## src/hdl/div_pkg.sv

```systemverilog
`default_nettype none

package div_pkg;

  // operand and result width
  localparam int xlen = 32;

  // partial remainder holds a full product-width value plus a sign bit,
  // so a trial subtraction that goes below zero is visible in the top bit
  localparam int rem_w = 2 * xlen + 1;

  // each radix-4 stage retires two quotient bits
  localparam int num_stages = xlen / 2;

  // operand stage, the radix-4 stages, then the result stage
  localparam int div_latency = num_stages + 2;

  // opcode encoding matches the core's divide unit field
  typedef enum logic [1:0] {
    OP_DIV  = 2'd0,
    OP_DIVU = 2'd1,
    OP_REM  = 2'd2,
    OP_REMU = 2'd3
  } div_op_e;

endpackage

`default_nettype wire

```

## src/hdl/div_stage_if.sv

```systemverilog
`timescale 1ns/1ps
`default_nettype none

// one slot of the divider pipeline, driven from the registers of the
// stage that owns it and read by the stage that follows
interface div_stage_if
  import div_pkg::*;
();

  logic             valid;
  logic [rem_w-1:0] rem;
  logic [xlen-1:0]  quo;
  logic [xlen-1:0]  divisor;
  logic             neg_quo;
  logic             neg_rem;
  logic             take_rem;

  modport src (
    output valid,
    output rem,
    output quo,
    output divisor,
    output neg_quo,
    output neg_rem,
    output take_rem
  );

  modport dst (
    input valid,
    input rem,
    input quo,
    input divisor,
    input neg_quo,
    input neg_rem,
    input take_rem
  );

endinterface

`default_nettype wire

```

## src/hdl/div_radix4_stage.sv

```systemverilog
`timescale 1ns/1ps
`default_nettype none

module div_radix4_stage
  import div_pkg::*;
#(
  parameter int stage_idx = 0
)
(
  input  logic     CLK,
  input  logic     RST_N,
  input  logic     adv,
  div_stage_if.dst prev,
  div_stage_if.src next
);

  logic [rem_w-1:0] div_x1;
  logic [rem_w-1:0] div_x2;
  logic [rem_w-1:0] div_x3;
  logic [rem_w-1:0] trial_1;
  logic [rem_w-1:0] trial_2;
  logic [rem_w-1:0] trial_3;
  logic [rem_w-1:0] rem_nxt;
  logic [1:0]       digit;
  logic [xlen-1:0]  quo_nxt;

  // divisor multiples aligned to the quotient digit this stage decides
  always_comb begin
    div_x1 = {{(rem_w - xlen){1'b0}}, prev.divisor} << (2 * (num_stages - 1 - stage_idx));
    div_x2 = div_x1 << 1;
    div_x3 = div_x1 + div_x2;
  end

  always_comb begin
    trial_1 = prev.rem - div_x1;
    trial_2 = prev.rem - div_x2;
    trial_3 = prev.rem - div_x3;
  end

  // keep the largest multiple that still leaves a non-negative remainder
  always_comb begin
    if (!trial_3[rem_w-1]) begin
      digit   = 2'd3;
      rem_nxt = trial_3;
    end else if (!trial_2[rem_w-1]) begin
      digit   = 2'd2;
      rem_nxt = trial_2;
    end else if (!trial_1[rem_w-1]) begin
      digit   = 2'd1;
      rem_nxt = trial_1;
    end else begin
      digit   = 2'd0;
      rem_nxt = prev.rem;
    end
  end

  // stage 0 owns the top two quotient bits, stage 15 the bottom two
  always_comb begin
    quo_nxt = prev.quo;
    quo_nxt[xlen - 1 - 2 * stage_idx -: 2] = digit;
  end

  always_ff @(posedge CLK) begin
    if (!RST_N) begin
      next.valid <= 1'b0;
    end else if (adv) begin
      next.valid <= prev.valid;
    end
  end

  always_ff @(posedge CLK) begin
    if (adv) begin
      next.rem      <= rem_nxt;
      next.quo      <= quo_nxt;
      next.divisor  <= prev.divisor;
      next.neg_quo  <= prev.neg_quo;
      next.neg_rem  <= prev.neg_rem;
      next.take_rem <= prev.take_rem;
    end
  end

endmodule

`default_nettype wire

```

## src/flat_wrapper.sv

```systemverilog
// flat-port wrapper written by rule: the top's interface ports become plain ports
module div_radix4_stage_flat import div_pkg::*;
#(
  parameter int stage_idx = 0
)
  (CLK, RST_N, adv, prev_valid, prev_rem, prev_quo, prev_divisor, prev_neg_quo, prev_neg_rem, prev_take_rem, next_valid, next_rem, next_quo, next_divisor, next_neg_quo, next_neg_rem, next_take_rem);
  div_stage_if prev_i ();
  div_stage_if next_i ();
  input  logic CLK;
  input  logic RST_N;
  input  logic adv;
  input wire logic [$bits(prev_i.valid)-1:0] prev_valid;
  input wire logic [$bits(prev_i.rem)-1:0] prev_rem;
  input wire logic [$bits(prev_i.quo)-1:0] prev_quo;
  input wire logic [$bits(prev_i.divisor)-1:0] prev_divisor;
  input wire logic [$bits(prev_i.neg_quo)-1:0] prev_neg_quo;
  input wire logic [$bits(prev_i.neg_rem)-1:0] prev_neg_rem;
  input wire logic [$bits(prev_i.take_rem)-1:0] prev_take_rem;
  output wire logic [$bits(next_i.valid)-1:0] next_valid;
  output wire logic [$bits(next_i.rem)-1:0] next_rem;
  output wire logic [$bits(next_i.quo)-1:0] next_quo;
  output wire logic [$bits(next_i.divisor)-1:0] next_divisor;
  output wire logic [$bits(next_i.neg_quo)-1:0] next_neg_quo;
  output wire logic [$bits(next_i.neg_rem)-1:0] next_neg_rem;
  output wire logic [$bits(next_i.take_rem)-1:0] next_take_rem;
  assign prev_i.valid = prev_valid;
  assign prev_i.rem = prev_rem;
  assign prev_i.quo = prev_quo;
  assign prev_i.divisor = prev_divisor;
  assign prev_i.neg_quo = prev_neg_quo;
  assign prev_i.neg_rem = prev_neg_rem;
  assign prev_i.take_rem = prev_take_rem;
  assign next_valid = next_i.valid;
  assign next_rem = next_i.rem;
  assign next_quo = next_i.quo;
  assign next_divisor = next_i.divisor;
  assign next_neg_quo = next_i.neg_quo;
  assign next_neg_rem = next_i.neg_rem;
  assign next_take_rem = next_i.take_rem;
  div_radix4_stage #(.stage_idx(stage_idx)) u_core (.CLK(CLK), .RST_N(RST_N), .adv(adv), .prev(prev_i), .next(next_i));
endmodule
```

## config.mk

```make
export PLATFORM = sky130hd
export DESIGN_NAME = div_radix4_stage_flat
export DESIGN_NICKNAME = d
export VERILOG_FILES = /design/src/hdl/div_pkg.sv /design/src/hdl/div_stage_if.sv /design/src/hdl/div_radix4_stage.sv /design/src/flat_wrapper.sv
export SDC_FILE = /design/constraint.sdc
export NUM_CORES = 1
export LEC_CHECK = 0
export BUFFER_PORTS_ARGS = -buffer_cell sky130_fd_sc_hd__buf_4
export CORE_MARGIN = 3
export CORE_UTILIZATION = 35
export CTS_CLUSTER_DIAMETER = 150
export DETAILED_ROUTE_END_ITERATION = 7
export SLEW_MARGIN = 20
export SYNTH_ARGS = -nofsm -noshare
export SYNTH_HDL_FRONTEND = slang
export SYNTH_SLANG_ARGS = --single-unit
```

## constraint.sdc

```tcl
create_clock -name CLK -period 10 [get_ports CLK]
set_input_delay 0 -clock CLK [delete_from_list [all_inputs] [get_ports CLK]]
set_output_delay 0 -clock CLK [all_outputs]
set_load 0.01 [all_outputs]
```

# Word-level counts from Yosys, hierarchy flattened
# Index checks and enable logic that the tools add are counted.
# op_classes
n_addsub,4
muxes,5
n_reduce_logical,2
# ops
op,n
2-to-1 mux 64 bit,3
subtractor 65 x 62 -> 65 bit,1
subtractor 65 x 63 -> 65 bit,1
subtractor 65 x 64 -> 65 bit,1
adder 62 x 63 -> 64 bit,1
AND reduction 3 bit,1
2-to-1 mux 1 bit,2
AND reduction 2 bit,1
# totals
ff_bits,133
inputBits,136
out_inout_bits,133
elab_cells,21

# Logic depth before layout (Yosys ltp)
# logic_depth
ltp_word,4
mapped_depth,16
depth_no_buf,14

# Least setup slack after synthesis
# Ideal clock, no wire load.
# synth_path
path_type,input -> register
startpoint,in prev_divisor[1]
endpoint,reg u_core.next.rem[63] (data pin)
setup_time_ns,0.260
arrival_time_ns,3.109
required_time_ns,9.740
setup_slack_ns,6.631
stages,13
n_path_buf,0
path_cell_list,inv_1 -> fa_1 -> ha_1 -> o211ai_1 -> a21oi_1 -> or4_1 -> a2111oi_0 -> nor3_1 -> or3_1 -> a41oi_1 -> xnor2_1 -> nor2_1 -> a21oi_1
# synth_via
elab_chain_len,4
elab_cells_between_ends,7
# synth_lines
element,line_no,text
"start, declared",flat_wrapper.sv:15,input wire logic [$bits(prev_i.divisor)-1:0] prev_divisor;
"parallel branches: the longest is 3 deep, another holds subtractor 65 x 64 -> 65 bit",n/a,
2-to-1 mux 64 bit (*),div_radix4_stage.sv:42,if (!trial_3[rem_w-1]) begin
via u_core.rem_nxt[63],div_radix4_stage.sv:23,logic [rem_w-1:0] rem_nxt;
"end signal, assigned",div_radix4_stage.sv:73,next.rem <= rem_nxt;
"end, declared",div_stage_if.sv:20,"output rem,"
# Mark *: on every way through the listed nets, which the timed path passes.
# A chain may end at the register's enable or synchronous reset.

# Worst setup path after layout
# layout_path
startpoint,in prev_divisor[1]
endpoint,reg u_core.next.rem[50] (data pin)
# The elaborated chain is that of the path after synthesis.

==> run metrics <==
number of enable flip-flop cells after synthesis 132; clk slew on worst S/H paths ~0.060 ns; Leakage Power roughly 6.3 nW; setup violators final 0; status finished, final reports clean; worst rel slew slack ~33%; Worst setup endpoint u_core.next.rem[50]; DRT iter0 DRCs 600; unrepaired setup endpoints after global routing false; most common library cell in the layout ignoring fill and taps buf_4; Tot Pwr roughly 0.0022 W; Pins Over Slew Limit 0; worst-path maximum fanout 45; flip-flop and latch count after synthesis 133; fin crit period 5.234 ns; die height ~180 um; clock sinks between 100 and 150; Die Span X 181.8 um; Final Cycle Share a little over half; P&R area growth vs syn 35.81%; GPL Wtd Cong ~0.87; ys async rst share 0%; CTS tree yes; Via density approximately 5.3; ys flop type edfxtp_1; Max Clock Skew 0 ns; Yosys warning count 0; VDD IR-drop max 93.67 uV; share of layout cells above drive strength 1 ~23%; Clock Latency Late Sink between 0.4 and 0.5 ns; syn nets between 1000 and 1500; r2r setup slk 8.83 ns; placed insts 1683; vias in the first global route 9483; num rows between 60 and 70; die area 33060 um2; Initial Utilization 36.03%; PortBufs 266; overflow left after global routing 0; routed len/inst ~18 um; io pins about 270; DRC Markers 0; Synth Area per Inst approximately 10 um2; initial antenna violation count 0; hold depth 3; Slew @ Worst Pin ~1.0 ns; Max-Cap Viols 0; Setup TNS Final 0 ns; reg2reg path depth 3; worst hold slack ~0.026 ns; sequential-to-total area share from yosys stat between 30% and 40%; WP data arrival roughly 5.5 ns; vias after detailed routing 9609; number of diodes 0; fill count about 2700; antenna violation net count after detailed routing 0; Core Region around 30000 um2; Post-Syn Instances around 1100; nets approximately 1700; final-report hold violation count 0; maximum buffer depth of the clock tree 2; post-cts gate resize count 0; DP Wirelength ~25 mm; FF-to-FF End u_core.next.valid; pin count of the biggest net entering global routing between 60 and 70; WP data required about 10 ns; final wirelength between 30 and 40 mm; fmax approximately 190 MHz; Clock H-tree levels 4; drt pass-1 iters 5; most frequent cells in the layout buf_4 (272), edfxtp_1 (132), ha_1 (100); HP Class in -> reg; CTS root buffer clkbuf_16; Crit Path Category in -> reg; CP endpoint kind flop; Mapped Area ~11000 um2; worst setup path start prev_divisor[1]; GR Util All Layers about 19%; Netlist cell types 66; Post-Layout Cell Count around 1800; pwr dens 152.7 nW/um2; global-route wire length before repair ~50 mm; RR Startpoint u_core.next.valid; Critical Path Source Type input pin; Num CTS Buffers 17
-- registers in the layout (all words and copies together) (netlist names) --
signal	flops
u_core.next.divisor	32
u_core.next.quo	32
u_core.next.rem	65
u_core.next.take_rem	1
u_core.next.neg_quo	1
u_core.next.neg_rem	1
u_core.next.valid	1
-- final cells by class --
cell class	instances	area (um2)	area share (%)
Timing Repair Buffer	372	3044	20.71
Sequential cell	133	3984	27.11
Tap cell	390	488.0	3.320
Multi-Input combinational cell	835	6429	43.74
Clock inverter	14	127.6	0.8684
Inverter	52	195.2	1.328
Clock buffer	18	429.2	2.920
-- cell usage after synthesis (11+ instances only) --
master    count  area, um2
o211ai_1     26      195.2
clkbuf_1     47      176.4
nand3_1      21      105.1
a21oi_1      92      460.4
a21o_1       46      345.3
nor2_1       55      206.5
and3_1       15      93.84
mux2i_1      11      110.1
ha_1        100       1251
a211oi_1     16      120.1
inv_1        52      195.2
xnor2_1      55      481.7
o21ai_0      69      345.3
o21a_1       13      97.59
nor3_1       13      65.06
nor2b_1      13      81.33
edfxtp_1    132       3964
o21bai_1     11      82.58
nand2_1      67      251.5
nand4_1      11      68.82
buf_2        11      55.05
xor2_1       32      280.3
a31oi_1      12      75.07
fa_1         33      660.6
-- routing by layer --
layer	GRT usage, %	up-vias	wire [um]
li1	-	4704	-
met4	4.540	0	471
met1	25.73	4567	14710
met3	4.808	30	2236
met5	0	-	0
met2	32.27	308	15380
-- cell families after synthesis --
logic type | synth area share (%)
AND/OR/NAND/NOR | 11.23
multiplexers | 1.850
buffers and inverters | 4.081
adder cells (fa/ha/maj) | 17.67
XOR/XNOR | 7.041
AO/OA/AOI/OAI | 21.32
flip-flops | 36.81
-- report_power, final --
group          switching (W)  internal [W]
Clock               0.000257      0.000343
Combinational       0.000497      0.000415
Sequential         0.0000215      0.000710
-- critical path, stage by stage --
cell	delay (ns)
dlygate4sd3_1	0.56
buf_4	0.17
inv_1	0.18
fa_1	0.46
ha_1	0.34
o211ai_1	0.27
a21oi_1	0.19
nor2_1	0.26
o311ai_1	0.12
buf_4	0.19
o21ai_1	0.12
o211ai_1	0.23
a221oi_1	0.75
xor2_4	0.61
buf_4	0.53
o311ai_0	0.22
o21ai_0	0.19
-- stage by stage --
| step | util [%] | setup slack (ns) | area, um2 |
|---|---|---|---|
| floorplan | - | 6.631 | 10820 |
| global placement | 43.78 | 5.020 | 13150 |
| detailed placement | 43.78 | 4.952 | 13150 |
| CTS | 48.94 | 4.809 | 14700 |
| global route | 48.94 | 4.422 | 14700 |
| finish | 48.94 | 4.766 | 14700 |
-- how the worst min path moves through the flow --
stage,from,to
2_1_floorplan,prev_divisor[0],u_core.next.divisor[0]
3_3_place_gp,prev_quo[14],u_core.next.quo[14]
3_5_place_dp,prev_rem[7],u_core.next.rem[7]
4_1_cts,prev_rem[60],u_core.next.rem[60]
5_1_grt,prev_rem[63],u_core.next.rem[63]
6_report,prev_rem[60],u_core.next.rem[60]
-- what timing repair did --
action	4_1_cts	5_1_grt
hold endpoints to repair	97	0
hold buffers	99	0
buffers inserted	0	0
Power figures use the tool's default switching activity.
