**config.mk**
```make
export PLATFORM = sky130hd
export DESIGN_NAME = div_result_fixup_flat
export DESIGN_NICKNAME = d
export VERILOG_FILES = /design/src/hdl/div_pkg.sv /design/src/hdl/div_stage_if.sv /design/src/hdl/div_result_fixup.sv /design/src/flat_wrapper.sv
export SDC_FILE = /design/constraint.sdc
export NUM_CORES = 1
export LEC_CHECK = 0
export BUFFER_PORTS_ARGS = -buffer_cell sky130_fd_sc_hd__buf_2
export CORE_ASPECT_RATIO = 1.1
export CORE_MARGIN = 2
export CORE_UTILIZATION = 30
export CTS_BUF_LIST = sky130_fd_sc_hd__clkbuf_8
export DETAILED_ROUTE_END_ITERATION = 10
export HOLD_SLACK_MARGIN = 0.15
export PLACE_DENSITY = 0.59
export SYNTH_ARGS = -nofsm -noshare
export SYNTH_HDL_FRONTEND = slang
export SYNTH_SLANG_ARGS = --single-unit
```
**constraint.sdc**
```tcl
create_clock -name CLK -period 2.7 [get_ports CLK]
set_clock_uncertainty 0.15 [all_clocks]
set_input_delay 0.405 -clock CLK [delete_from_list [all_inputs] [get_ports CLK]]
set_output_delay 0.405 -clock CLK [all_outputs]
set_load 0.02 [all_outputs]
```
**src/hdl/div_pkg.sv**
```systemverilog
`default_nettype none

package div_pkg;

  // operand and result width
  localparam int xlen = 32;

  // partial remainder holds a full product-width value plus a sign bit,
  // so a trial subtraction that goes below zero is visible in the top bit
  localparam int rem_w = 2 * xlen + 1;

  // each radix-4 stage retires two quotient bits
  localparam int num_stages = xlen / 2;

  // operand stage, the radix-4 stages, then the result stage
  localparam int div_latency = num_stages + 2;

  // opcode encoding matches the core's divide unit field
  typedef enum logic [1:0] {
    OP_DIV  = 2'd0,
    OP_DIVU = 2'd1,
    OP_REM  = 2'd2,
    OP_REMU = 2'd3
  } div_op_e;

endpackage

`default_nettype wire

```
**src/hdl/div_stage_if.sv**
```systemverilog
`timescale 1ns/1ps
`default_nettype none

// one slot of the divider pipeline, driven from the registers of the
// stage that owns it and read by the stage that follows
interface div_stage_if
  import div_pkg::*;
();

  logic             valid;
  logic [rem_w-1:0] rem;
  logic [xlen-1:0]  quo;
  logic [xlen-1:0]  divisor;
  logic             neg_quo;
  logic             neg_rem;
  logic             take_rem;

  modport src (
    output valid,
    output rem,
    output quo,
    output divisor,
    output neg_quo,
    output neg_rem,
    output take_rem
  );

  modport dst (
    input valid,
    input rem,
    input quo,
    input divisor,
    input neg_quo,
    input neg_rem,
    input take_rem
  );

endinterface

`default_nettype wire

```
**src/hdl/div_result_fixup.sv**
```systemverilog
`timescale 1ns/1ps
`default_nettype none

module div_result_fixup
  import div_pkg::*;
(
  input  logic            CLK,
  input  logic            RST_N,
  input  logic            r_ready,
  output logic            adv,
  div_stage_if.dst        prev,
  output logic            r_valid,
  output logic [xlen-1:0] r_data
);

  logic [xlen-1:0] rem_low;
  logic [xlen-1:0] quo_signed;
  logic [xlen-1:0] rem_signed;
  logic [xlen-1:0] result;

  // the whole pipeline moves only when the output register is free
  // or is being emptied in this cycle
  assign adv = !r_valid || r_ready;

  // after the last stage the remainder fits in the low word
  assign rem_low = prev.rem[xlen-1:0];

  always_comb begin
    quo_signed = prev.neg_quo ? ('0 - prev.quo) : prev.quo;
    rem_signed = prev.neg_rem ? ('0 - rem_low) : rem_low;
  end

  always_comb begin
    if (prev.take_rem) begin
      result = rem_signed;
    end else begin
      result = quo_signed;
    end
  end

  always_ff @(posedge CLK) begin
    if (!RST_N) begin
      r_valid <= 1'b0;
    end else if (adv) begin
      r_valid <= prev.valid;
    end
  end

  // data holds while a result waits for r_ready
  always_ff @(posedge CLK) begin
    if (adv) begin
      r_data <= result;
    end
  end

endmodule

`default_nettype wire

```
**src/flat_wrapper.sv**
```systemverilog
// flat-port wrapper written by rule: the top's interface ports become plain ports
module div_result_fixup_flat import div_pkg::*;
  (CLK, RST_N, r_ready, adv, r_valid, r_data, prev_valid, prev_rem, prev_quo, prev_divisor, prev_neg_quo, prev_neg_rem, prev_take_rem);
  div_stage_if prev_i ();
  input  logic CLK;
  input  logic RST_N;
  input  logic r_ready;
  output logic adv;
  output logic r_valid;
  output logic [xlen-1:0] r_data;
  input wire logic [$bits(prev_i.valid)-1:0] prev_valid;
  input wire logic [$bits(prev_i.rem)-1:0] prev_rem;
  input wire logic [$bits(prev_i.quo)-1:0] prev_quo;
  input wire logic [$bits(prev_i.divisor)-1:0] prev_divisor;
  input wire logic [$bits(prev_i.neg_quo)-1:0] prev_neg_quo;
  input wire logic [$bits(prev_i.neg_rem)-1:0] prev_neg_rem;
  input wire logic [$bits(prev_i.take_rem)-1:0] prev_take_rem;
  assign prev_i.valid = prev_valid;
  assign prev_i.rem = prev_rem;
  assign prev_i.quo = prev_quo;
  assign prev_i.divisor = prev_divisor;
  assign prev_i.neg_quo = prev_neg_quo;
  assign prev_i.neg_rem = prev_neg_rem;
  assign prev_i.take_rem = prev_take_rem;
  div_result_fixup u_core (.CLK(CLK), .RST_N(RST_N), .r_ready(r_ready), .adv(adv), .prev(prev_i), .r_valid(r_valid), .r_data(r_data));
endmodule
```
=== Yosys cells after proc, flatten, opt, wreduce, memory -nomap -nowiden ===
Index checks and enable logic that the tools add are counted.

* Muxes and demuxes: 3
* Add/subtract/negate cells: 2
* Reduce and logical (&&, ||, !) cells: 2

{| class="wikitable"
|+ Operator list
! cell !! number
|-
| 2-to-1 mux 32 bit || 3
|-
| subtractor 1 x 32 -> 32 bit (first input constant) || 2
|-
| logical NOT 1 bit || 1
|-
| logical OR 1 bit || 1
|}

* Word-level logic and storage cells: 9
* Bits of input ports: 136
* Output and inout bits: 34
* Bits in registers: 33

=== Longest topological paths before layout ===
* Depth after elaboration: 3
* Gate-level depth with buffers: 7
* Gate-level depth less buffers: 7

=== Least setup slack after synthesis ===
No wires, ideal clock.

* Path type: input to register
* From: input port prev_rem[0]
* To: register u_core.r_data[30] (data pin)
* Buffers on the path: 0
* Slack: 0.560 ns
* Arrival: 1.730 ns
* Required time: 2.290 ns
* Setup time: 0.260 ns
* Stages on the path: 7
* Cell sequence: inv_1 > ha_1 > nor3b_1 > nand3_1 > or4_1 > a21oi_1 > nor4_1

* Longest elaborated chain between the ends: 3

{| class="wikitable"
|+ Ends and longest elaborated chain
! element !! line !! text
|-
| start: declaration || flat_wrapper.sv:12 || <nowiki>input wire logic [$bits(prev_i.rem)-1:0] prev_rem;</nowiki>
|-
| subtractor 1 x 32 -> 32 bit || div_result_fixup.sv:30 || <nowiki>rem_signed = prev.neg_rem ? ('0 - rem_low) : rem_low;</nowiki>
|-
| 2-to-1 mux 32 bit || div_result_fixup.sv:30 ||
|-
| 2-to-1 mux 32 bit || div_result_fixup.sv:34 || <nowiki>if (prev.take_rem) begin</nowiki>
|-
| via u_core.result[30] || div_result_fixup.sv:19 || <nowiki>logic [xlen-1:0] result;</nowiki>
|-
| end signal: assignment || div_result_fixup.sv:52 || <nowiki>r_data <= result;</nowiki>
|-
| end: declaration || div_result_fixup.sv:13 || <nowiki>output logic [xlen-1:0] r_data</nowiki>
|}

The timed path passes the listed nets, and every way through them passes these cells.
A chain may end at the register's enable or synchronous reset.

=== Worst setup path after layout ===
* From: input port prev_quo[0]
* To: register u_core.r_data[28] (data pin)

* Longest elaborated chain between the ends: 3

{| class="wikitable"
|+ Ends and longest elaborated chain
! element !! line !! text
|-
| start: declaration || flat_wrapper.sv:13 || <nowiki>input wire logic [$bits(prev_i.quo)-1:0] prev_quo;</nowiki>
|-
| subtractor 1 x 32 -> 32 bit || div_result_fixup.sv:29 || <nowiki>quo_signed = prev.neg_quo ? ('0 - prev.quo) : prev.quo;</nowiki>
|-
| 2-to-1 mux 32 bit || div_result_fixup.sv:29 ||
|-
| 2-to-1 mux 32 bit || div_result_fixup.sv:34 ||
|-
| via u_core.result[28] || div_result_fixup.sv:19 ||
|}

The timed path passes the listed nets, and every way through them passes these cells.

==> results.md <==
* Period minus WS final at 2.255 ns
* Area Overhead vs Synth at 26.21%
* Cell taking the most area after synthesis: edfxtp_1
* # fillers at 1012
* Peak VDD IR at 163.2 µV
* Max-slew headroom at 0.5729
* DR WL/cell at 15.85 µm
* Max H-tree Level at 2
* Number of synthesized flops with an enable pin at 32
* CTS Hold Buffers Added at 0
* GRT Total Usage at 0.1578
* Global-route wire length before repair at 13.46 mm
* Vias in the first global route at 2659
* Setup violators final at 0
* CTS tree: built
* Gpl congestion at 0.8127
* Final hold viol count at 0
* Layout cells sized above 1 at 0.3496
* Vias/cell at 5.266
* Worst Path Required at 2.56 ns
* Register area at 980.9 µm²
* Final WL at 8.339 mm
* Post-Synth Simple-Gate Area at 0.2150
* Cells taking the most area after synthesis: edfxtp_1 33%, xor2_1 14%, mux2i_1 7.5%, o31ai_1 4.6%, o21ai_0 3.6%
* DR vias at 2770
* Reg2Reg Depth at 2
* Post-synthesis sequential element count at 33
* GRT overflow at 0
* R2R Path Start: u_core.r_valid$_SDFFE_PN0P_
* Die height at 107.9 µm
* Post-Syn Area at 2945 µm²
* Resize count post-CTS at 0
* Dpl hpwl at 6.523 mm
* Largest family of logic cells by synthesized area: simple AND/OR/NAND/NOR gates
* Starting DRT DRC Count at 119
* Post-synth top area share at 0.3263
* MaxCap Viol Count at 0
* Max Clock Freq at 443.6 MHz
* Footprint of the multi-input gates at 1886 µm²
* Initial antenna violation count at 0
* Worst slew pin tran at 0.6407 ns
* DRC Markers at 0
* RSZ-0062 raised after global routing: no
* Die footprint at 10630 µm²
* # nets final at 546
* Ys flop type: edfxtp_1
* Critical path capture point type: register
* I/O pin cnt at 170
* Fin cells at 526
* Port Buf Inserts at 104
* CTS sink count at 33
* Post-Synth XOR/XNOR Area at 0.1606
* Starting density of the core at 0.3119
* Syn nets at 440
* Status: finished, final reports clean
* DIE WIDTH at 98.48 µm
* Core area at 9444 µm²
* Post-synthesis mux area share at 0.07859
* Async S/R FF share, synth at 0
* TritonCTS buffer count at 5
* DR pass1 iterations at 4
* HP Class: input port to register
* Setup bufs post-CTS at 0
* Compound-Gate Fraction of Synth Area at 0.1776
* Critical path arrival at 2.12 ns
* Slew Limit Fails at 0
* Crit path kind: input port to register
* Root Driver: clkbuf_8
* Sequential fraction of the synthesis area at 0.3331
* Setup TNS at 0 ns
* Hold Slack at 0.2286 ns
* Final Cycle Share at 0.8350
* Mean Syn Cell Area at 9.753 µm²
* Worst skew pair latency at 0.28 ns
* Most frequent cell after synthesis: xor2_1
* Synth cell count leaders: 47 x xor2_1, 32 x edfxtp_1, 22 x mux2i_1, 21 x o21ai_0
* Critical-path maximum fanout at 9
* Adder-cell share of the synthesized area at 0.008496
* Hold Path Sink: u_core.r_valid$_SDFFE_PN0P_
* Synth Instances at 302
* Leak at 1.524 nW
* PwrDens at 411.6 nW/µm²
* Reg-to-Reg End: u_core.r_data[26]$_DFFE_PP_
* Cell variety after synth at 45
* Min-Delay Path Depth at 2
* Max clock buf depth at 2
* HP Start: RST_N
* Reg2reg setup slack at 1.42 ns
* Synth warnings at 0
* DRT antenna net count at 0
* Worst-path clk slew at 0.07 ns
* Dpl cells at 518
* N_diodes at 0
* Largest net degree at the start of global routing at 39
* Row count at 37
* Type of origin of the critical path: input port
==> cell families (layout without fill, tap and decap cells) <==
kind of cell / count (synthesis) / count (layout)
compound gates: 71 / 71
xor+xnor: 54 / 54
fa+ha+maj: 2 / 2
buf+inv: 21 / 128
flops: 33 / 33
mux: 23 / 23
simple gates: 98 / 98
==> worst max path at each step <==
| stage | from | end | slack, ns | cells past startpoint |
|---|---|---|---|---|
| 2_1_floorplan | prev_rem[0] | u_core.r_data[30]$_DFFE_PP_ | 0.56 | 7 |
| 3_3_place_gp | prev_quo[0] | u_core.r_data[28]$_DFFE_PP_ | 0.16 | 8 |
| 3_5_place_dp | prev_quo[0] | u_core.r_data[22]$_DFFE_PP_ | 0.17 | 8 |
| 4_1_cts | prev_quo[0] | u_core.r_data[28]$_DFFE_PP_ | 0.46 | 8 |
| 5_1_grt | prev_quo[0] | u_core.r_data[30]$_DFFE_PP_ | 0.32 | 8 |
| 6_report | prev_quo[0] | u_core.r_data[28]$_DFFE_PP_ | 0.45 | 8 |
==> power breakdown <==
| part | internal (mW) | switching [mW] |
|---|---|---|
| sequential | 0.641 | 0.0134 |
| combinational | 0.184 | 0.304 |
| clock | 0.201 | 0.188 |
==> layout by cell type, fill, tap and decap left out, types with 3 or more instances in the layout <==
master / Yosys / routed
xor2_1: 47 / 47
nor4_1: 9 / 9
clkbuf_8: 0 / 6
inv_1: 6 / 8
xnor2_1: 7 / 7
or4_1: 6 / 6
nor4_2: 5 / 5
nand3_1: 6 / 6
or3_1: 8 / 8
o21ai_0: 21 / 21
edfxtp_1: 32 / 32
buf_4: 0 / 9
o41ai_2: 5 / 5
nand2b_1: 5 / 5
nor3_1: 5 / 5
nor4_4: 3 / 3
mux2i_1: 22 / 22
buf_2: 0 / 104
o31ai_1: 18 / 18
nand2_1: 18 / 18
o41ai_1: 8 / 8
or2_2: 3 / 3
nor2_1: 16 / 16
nand4_1: 3 / 3
a21oi_1: 8 / 8
==> through the flow <==
| step | utilization | power (mW) | setup WS [ns] | area, µm² |
|---|---|---|---|---|
| 3_5_place_dp | 0.3841 | 1.156 | 0.1739 | 3627 |
| 3_3_place_gp | 0.3841 | 1.150 | 0.1636 | 3627 |
| 6_report | 0.3936 | 1.530 | 0.4455 | 3717 |
| 2_1_floorplan | - | 0.9525 | 0.5599 | 2945 |
| 4_1_cts | 0.3936 | 1.562 | 0.4635 | 3717 |
| 5_1_grt | 0.3936 | 1.622 | 0.3182 | 3717 |
==> registers in the layout, indices dropped and copies added, names as in the netlist <==
signal	count
u_core.r_valid	1
u_core.r_data	32
==> metal layers <==
metal / share of wire / up-vias / track usage
met3: 0.055 / 7 / 0.03377
li1: - / 1376 / -
met5: 0 / - / 0
met4: 0.0079 / 0 / 0.03620
met2: 0.50 / 88 / 0.2692
met1: 0.44 / 1299 / 0.2055
==> worst max-delay path: stages <==
cell and delay (ns):
buf_2 0.13, inv_1 0.08, ha_1 0.20, nor3b_1 0.24, nand4_2 0.35, o41ai_2 0.41
xor2_1 0.19, mux2i_1 0.11
==> final cells by class <==
class                   count  share of cell area
multi-input cells         248              0.5072
well taps                 117             0.03938
clock inverters             2            0.002020
inverters                   7            0.007068
flip-flops and latches     33              0.2639
clock buffers               6             0.02221
repair buffers            113              0.1582
(Power assumes the default switching activity.)
