[config.mk]
export PLATFORM = sky130hd
export DESIGN_NAME = div_operand_prep_flat
export DESIGN_NICKNAME = d
export VERILOG_FILES = /design/src/hdl/div_pkg.sv /design/src/hdl/div_stage_if.sv /design/src/hdl/div_operand_prep.sv /design/src/flat_wrapper.sv
export SDC_FILE = /design/constraint.sdc
export NUM_CORES = 1
export LEC_CHECK = 0
export BUFFER_PORTS_ARGS = -buffer_cell sky130_fd_sc_hd__buf_4
export CORE_ASPECT_RATIO = 1.5
export CORE_MARGIN = 2
export CORE_UTILIZATION = 50
export CTS_CLUSTER_SIZE = 14
export DETAILED_ROUTE_END_ITERATION = 8
export HOLD_SLACK_MARGIN = 0.06
export PLACE_DENSITY = 0.87
export SLEW_MARGIN = 40
export SYNTH_ARGS = -nofsm -noshare
export SYNTH_HDL_FRONTEND = slang
export SYNTH_SLANG_ARGS = --single-unit
export TNS_END_PERCENT = 50
[constraint.sdc]
create_clock -name CLK -period 6.1 [get_ports CLK]
set_clock_uncertainty 0.15 [all_clocks]
set_input_delay 1.22 -clock CLK [delete_from_list [all_inputs] [get_ports CLK]]
set_output_delay 1.22 -clock CLK [all_outputs]
set_load 0.01 [all_outputs]
[src/hdl/div_pkg.sv]
`default_nettype none

package div_pkg;

  // operand and result width
  localparam int xlen = 32;

  // partial remainder holds a full product-width value plus a sign bit,
  // so a trial subtraction that goes below zero is visible in the top bit
  localparam int rem_w = 2 * xlen + 1;

  // each radix-4 stage retires two quotient bits
  localparam int num_stages = xlen / 2;

  // operand stage, the radix-4 stages, then the result stage
  localparam int div_latency = num_stages + 2;

  // opcode encoding matches the core's divide unit field
  typedef enum logic [1:0] {
    OP_DIV  = 2'd0,
    OP_DIVU = 2'd1,
    OP_REM  = 2'd2,
    OP_REMU = 2'd3
  } div_op_e;

endpackage

`default_nettype wire

[src/hdl/div_stage_if.sv]
`timescale 1ns/1ps
`default_nettype none

// one slot of the divider pipeline, driven from the registers of the
// stage that owns it and read by the stage that follows
interface div_stage_if
  import div_pkg::*;
();

  logic             valid;
  logic [rem_w-1:0] rem;
  logic [xlen-1:0]  quo;
  logic [xlen-1:0]  divisor;
  logic             neg_quo;
  logic             neg_rem;
  logic             take_rem;

  modport src (
    output valid,
    output rem,
    output quo,
    output divisor,
    output neg_quo,
    output neg_rem,
    output take_rem
  );

  modport dst (
    input valid,
    input rem,
    input quo,
    input divisor,
    input neg_quo,
    input neg_rem,
    input take_rem
  );

endinterface

`default_nettype wire

[src/hdl/div_operand_prep.sv]
`timescale 1ns/1ps
`default_nettype none

module div_operand_prep
  import div_pkg::*;
(
  input  logic            CLK,
  input  logic            RST_N,
  input  logic            adv,
  input  logic            in_valid,
  input  logic [xlen-1:0] in_a,
  input  logic [xlen-1:0] in_b,
  input  div_op_e         in_op,
  div_stage_if.src        slot
);

  logic            is_signed;
  logic            a_neg;
  logic            b_neg;
  logic [xlen-1:0] a_mag;
  logic [xlen-1:0] b_mag;
  logic            neg_quo_d;
  logic            neg_rem_d;
  logic            take_rem_d;

  always_comb begin
    is_signed = (in_op == OP_DIV) || (in_op == OP_REM);
    a_neg     = is_signed & in_a[xlen-1];
    b_neg     = is_signed & in_b[xlen-1];

    // the most negative value maps onto itself, which is its correct
    // magnitude when read as unsigned
    a_mag = a_neg ? ('0 - in_a) : in_a;
    b_mag = b_neg ? ('0 - in_b) : in_b;

    neg_quo_d  = 1'b0;
    neg_rem_d  = 1'b0;
    take_rem_d = 1'b0;
    case (in_op)
      OP_DIV: begin
        neg_quo_d = a_neg ^ b_neg;
      end
      OP_REM: begin
        // remainder follows the sign of the dividend
        neg_rem_d  = a_neg;
        take_rem_d = 1'b1;
      end
      OP_REMU: begin
        take_rem_d = 1'b1;
      end
      default: begin
        neg_quo_d = 1'b0;
      end
    endcase
  end

  always_ff @(posedge CLK) begin
    if (!RST_N) begin
      slot.valid <= 1'b0;
    end else if (adv) begin
      slot.valid <= in_valid & adv;
    end
  end

  always_ff @(posedge CLK) begin
    if (adv) begin
      slot.rem      <= {{(rem_w - xlen){1'b0}}, a_mag};
      slot.quo      <= '0;
      slot.divisor  <= b_mag;
      slot.neg_quo  <= neg_quo_d;
      slot.neg_rem  <= neg_rem_d;
      slot.take_rem <= take_rem_d;
    end
  end

endmodule

`default_nettype wire

[src/flat_wrapper.sv]
// flat-port wrapper written by rule: the top's interface ports become plain ports
module div_operand_prep_flat import div_pkg::*;
  (CLK, RST_N, adv, in_valid, in_a, in_b, in_op, slot_valid, slot_rem, slot_quo, slot_divisor, slot_neg_quo, slot_neg_rem, slot_take_rem);
  div_stage_if slot_i ();
  input  logic CLK;
  input  logic RST_N;
  input  logic adv;
  input  logic in_valid;
  input  logic [xlen-1:0] in_a;
  input  logic [xlen-1:0] in_b;
  input  div_op_e in_op;
  output wire logic [$bits(slot_i.valid)-1:0] slot_valid;
  output wire logic [$bits(slot_i.rem)-1:0] slot_rem;
  output wire logic [$bits(slot_i.quo)-1:0] slot_quo;
  output wire logic [$bits(slot_i.divisor)-1:0] slot_divisor;
  output wire logic [$bits(slot_i.neg_quo)-1:0] slot_neg_quo;
  output wire logic [$bits(slot_i.neg_rem)-1:0] slot_neg_rem;
  output wire logic [$bits(slot_i.take_rem)-1:0] slot_take_rem;
  assign slot_valid = slot_i.valid;
  assign slot_rem = slot_i.rem;
  assign slot_quo = slot_i.quo;
  assign slot_divisor = slot_i.divisor;
  assign slot_neg_quo = slot_i.neg_quo;
  assign slot_neg_rem = slot_i.neg_rem;
  assign slot_take_rem = slot_i.take_rem;
  div_operand_prep u_core (.CLK(CLK), .RST_N(RST_N), .adv(adv), .in_valid(in_valid), .in_a(in_a), .in_b(in_b), .in_op(in_op), .slot(slot_i));
endmodule
# ---- Word level (Yosys, flattened, before mapping)
# Cells that the tools add are included.
dict set report totals {
  reg_bits 68
  out_inout_bits 133
  inputBits 70
}
dict set report classes {
  reduce_logical 3
  n_eq_ne 2
  bitwise_logic 4
  mux 3
  addsub 2
}
# cell n
set ops {}
lappend ops {{$mux 32} 2}
lappend ops {{$sub 1x32->32 const A} 2}
lappend ops {{$eq 2x2->1 const B} 2}
lappend ops {{$and 1x1->1} 3}
lappend ops {{$logic_not 2->1} 1}
lappend ops {{$reduce_or 2->1} 1}
lappend ops {{$logic_or 1x1->1} 1}
lappend ops {{$mux 1} 1}
lappend ops {{$xor 1x1->1} 1}

# ---- Depth between registers and ports, before layout
dict set report depth {
  word_depth 4
  depth_mapped 7
}

# ---- Worst setup path after synthesis
# Ideal clock, no wire load.
dict set report synth_timing {
  kind {input-to-reg}
  from {input port in_b[16]}
  to {register u_core.slot.divisor[29] (data pin)}
  setup_ps 264
  path_stages 5
  t_arrival_ps 2443
  setup_slack_ps 3243
  n_path_buf 0
  path_cell_list {or4_4 > nor3_4 > nor3b_4 > a31oi_1 > xor2_1}
}
dict set report synth_via {
  elab_chain_len 2
}
# item line
set synth_rtl {}
lappend synth_rtl {{start: declaration} flat_wrapper.sv:10} ;# input logic [xlen-1:0] in_b;
lappend synth_rtl {{$sub 1x32->32} div_operand_prep.sv:34} ;# b_mag = b_neg ? ('0 - in_b) : in_b;
lappend synth_rtl {{$mux 32} div_operand_prep.sv:34}
lappend synth_rtl {{named net u_core.b_mag[29]} div_operand_prep.sv:21} ;# logic [xlen-1:0] b_mag;
lappend synth_rtl {{end signal: assignment} div_operand_prep.sv:69} ;# slot.divisor <= b_mag;
lappend synth_rtl {{end: declaration} div_stage_if.sv:22} ;# output divisor,
# The timed path passes the listed nets, and every way through them passes these cells.
# A chain may end at the register's enable or synchronous reset.

# ---- Worst setup path in the final report
dict set report layout_timing {
  from {input port in_b[0]}
  to {register u_core.slot.divisor[22] (data pin)}
}
# The elaborated chain is that of the path after synthesis.

==> results_tabular.tex <==
\begin{tabular}{lr}
\hline
Metric & Value \\
\hline
\multicolumn{2}{l}{\textbf{Synthesis}} \\
Synthesized area per cell & approximately 11 um2 \\
Main synth FF type & edfxtp\_1 \\
\#FFs+latches synth & 68 \\
Top cell type's share of synthesized area & 50.3\% \\
Cell count after synthesis & 354 \\
Share of the yosys chip area belonging to registers & about half \\
Async S/R FF share, synth & 0\% \\
Library cells used by synthesis & 42 \\
Leading post-synthesis cells by cell area & edfxtp\_1, buf\_4, xnor2\_1 \\
Count of flip-flops with a built-in enable after synthesis & 67 \\
Cell type with the largest total area after synthesis & edfxtp\_1 \\
Number of warning messages in the yosys log & 0 \\
Cell area after technology mapping & between 3000 and 4000 um2 \\
\multicolumn{2}{l}{\textbf{Global route}} \\
Pin count of the biggest net entering global routing & 69 \\
Wire length of the first global-routing pass & $\sim$14 mm \\
Overall overflow remaining after global route & 0 \\
Number of antenna violations at the first check in global routing & 0 \\
Overall global routing resource usage & about a fifth \\
Vias in the first global route & slightly below 3,000 \\
\multicolumn{2}{l}{\textbf{Timing}} \\
Final-layout setup total negative slack & 0 ns \\
Count of final hold-check violations & 0 \\
Clock period minus worst slack & between 2 and 3 ns \\
Setup repair after global routing missed its margin & no \\
Max-slew violation total from the final report & 0 \\
Setup violation total in the final timing report & 0 \\
Max frequency & 340 MHz \\
Slew margin rel. & 58.7\% \\
Slew at the pin closest to its max-slew limit & 0.619 ns \\
Part of the cycle the worst path needs & 48.2\% \\
\multicolumn{2}{l}{\textbf{Layout}} \\
Layout fillers & between 500 and 600 \\
Final core utilization & 67.2\% \\
FF/Latch Area & 2030 um2 \\
Diodes inserted & 0 \\
Net count, final & between 500 and 600 \\
Area grow syn2layout & 29.6\% \\
Multi-input logic area & 1660 um2 \\
Share of final-layout standard cells stronger than drive strength 1 & 32.3\% \\
\multicolumn{2}{l}{\textbf{Drt}} \\
Detailed-route via count & 3,000 \\
Detailed-router iteration count before antenna repair & 4 \\
Detailed Route WL & about 9.2 mm \\
Average vias per placed instance & $\sim$5.0 \\
Number of nets still failing antenna checks after routing & 0 \\
Routed wire per std cell & 15.3 um \\
DR iter-0 viols & around 140 \\
Number of design rule violations left after detail routing & 0 \\
\multicolumn{2}{l}{\textbf{Outcome}} \\
Outcome & completed \\
\multicolumn{2}{l}{\textbf{Flow run}} \\
Maximum capacitance violations & 0 \\
\multicolumn{2}{l}{\textbf{Power and ir drop}} \\
Maximum resistive drop on vdd & 190 uV \\
Leakage power & 2.20 nW \\
Cell area power density & 259 nW/um2 \\
\multicolumn{2}{l}{\textbf{Placed design}} \\
Gpl congestion & 0.832 \\
Placed wire-length estimate after detailed placement & 7.16 mm \\
Number of port buffers & around 140 \\
\multicolumn{2}{l}{\textbf{Hold path}} \\
Worst hold-check path type & flop to flop \\
\multicolumn{2}{l}{\textbf{Floorplanning}} \\
Starting density of the core & 51.9\% \\
Overall die height & approximately 110 um \\
IO Pins & 203 \\
Core Region & 7710 um2 \\
Count of standard-cell rows & 39 \\
Overall die area & 8740 um2 \\
Die outline width & 77.0 um \\
\multicolumn{2}{l}{\textbf{Setup path}} \\
Startpoint Class & input pin \\
Slowest cell on the critical path & and4\_1 \\
Largest stage delay, worst path & 0.36 ns \\
Kind of end point of the critical path & flop \\
Worst Path Arrival & approximately 2.9 ns \\
Maximum fanout along the worst path & 5 \\
Worst path required time & between 6 and 7 ns \\
Critical-path cell list & buf\_4, inv\_1, ha\_1, nor4b\_2, and4\_1, nand2\_1, o31ai\_1, xnor2\_1 \\
Class of the most critical setup path & input pin to flop \\
\multicolumn{2}{l}{\textbf{CTS}} \\
Resized cells post-CTS & 0 \\
Number of clock buffers inserted by TritonCTS & 9 \\
Clock slew at reported path FFs & about 0.050 ns \\
CTS tree & yes \\
Post-CTS repair timing setup buffer count & 0 \\
Num Clock Sinks & 68 \\
Root buffer selected by CTS & clkbuf\_16 \\
CTS Hold Buffers Added & 0 \\
Maximum level of the CTS H-tree & 3 \\
Clock latency at the later pin of the worst-skew pair & 0.32 ns \\
Maximum count of clock buffers along a single path & 2 \\
\hline
\end{tabular}
## final timing paths
path                     start                 endpoint  slack, ns  depth (start not counted)
max reg2reg  u_core.slot.valid        u_core.slot.valid       5.36                          2
max                    in_b[0]  u_core.slot.divisor[22]       3.16                          8
min reg2reg  u_core.slot.valid        u_core.slot.valid       0.38                          2
min          u_core.slot.valid        u_core.slot.valid       0.38                          2
## per-stage QoR
step                      instances  instance area, um2  hold slack, ns  total power [mW]  setup slack [ns]
after floorplan                 418                4240           0.388             0.727              3.24
after global placement          584                4870           0.353             0.836              2.96
after detailed placement        584                4880           0.383             0.843              2.91
after CTS                       600                5180           0.388              1.35              3.23
after global routing            600                5180           0.450              1.39              3.05
final                           600                5180           0.383              1.34              3.16
## kinds of logic (layout without fill, tap and decap cells)
group / after synthesis / in the layout / share of synthesized area [%]
buf+inv: 82 / 162 / 13.8
mux: 1 / 1 / 0.250
other cells: 1 / 65 / 0.0938
flops: 68 / 68 / 50.8
compound gates: 52 / 52 / 8.26
fa+ha+maj: 2 / 2 / 0.626
simple gates: 89 / 89 / 13.2
xor+xnor: 59 / 59 / 12.9
## placed cells by master, fill, tap and decap left out, types with 2 or more instances in the layout
cell type / instances
buf_4: 136
edfxtp_1: 67
conb_1: 65
xnor2_1: 30
xor2_1: 29
nor2_1: 24
a21oi_1: 16
nor3_1: 13
o21ai_0: 13
nand2_1: 12
inv_1: 9
clkbuf_16: 9
o31ai_1: 7
a31oi_1: 5
nor4_1: 4
nand4_1: 4
or3_1: 4
nand2b_1: 4
a41oi_1: 4
clkbuf_1: 4
and4_1: 3
nor2b_1: 3
nor3_2: 2
nand3_1: 2
nor2b_2: 2
o21ai_1: 2
and3_1: 2
o41ai_2: 2
and2_1: 2
ha_1: 2
clkbuf_8: 2
## state kept, by name, summed over array words and instances, names as in the netlist
signal / flops
u_core.slot.rem: 32
u_core.slot.take_rem: 1
u_core.slot.neg_rem: 1
u_core.slot.divisor: 32
u_core.slot.neg_quo: 1
u_core.slot.valid: 1
## critical path, delay by kind of cell
family	cells	cell delay, ns
AND/OR/NAND/NOR	3	0.81
XOR/XNOR	1	0.11
adder cells (fa/ha/maj)	1	0.18
buffers and inverters	2	0.19
AO/OA/AOI/OAI	1	0.34
## synth_stat cells, drive strengths merged, types with 5 or more instances
cell,count
buf,65
o31ai,7
xnor2,30
xor2,29
nor3,16
inv,9
o21ai,15
nand2,12
nor2b,5
nor2,24
a21oi,16
nor4,6
a31oi,5
edfxtp,67
clkbuf,8
## report_power, final
part,leakage [nW],total [mW],switching [mW],internal [mW]
logic,1.39,0.250,0.134,0.116
registers,0.663,0.586,0.0136,0.573
clock network,0.144,0.504,0.165,0.339
total,2.20,1.34,0.313,1.03
## cell type report
cell class,count,area share [%]
flip-flops and latches,68,39.2
well taps,102,2.46
clock inverters,1,0.580
inverters,9,0.652
multi-input cells,268,32.0
repair buffers,137,19.9
clock buffers,15,5.17
## routing by layer
layer	up-vias	part of all wire, %	global-route usage [%]
li1	1413	-	-
met1	1369	32	20.8
met2	196	55	40.3
met3	22	10	5.85
met4	0	2.4	8.81
met5	-	0	0
No activity file was read; power rests on OpenSTA's default activity.
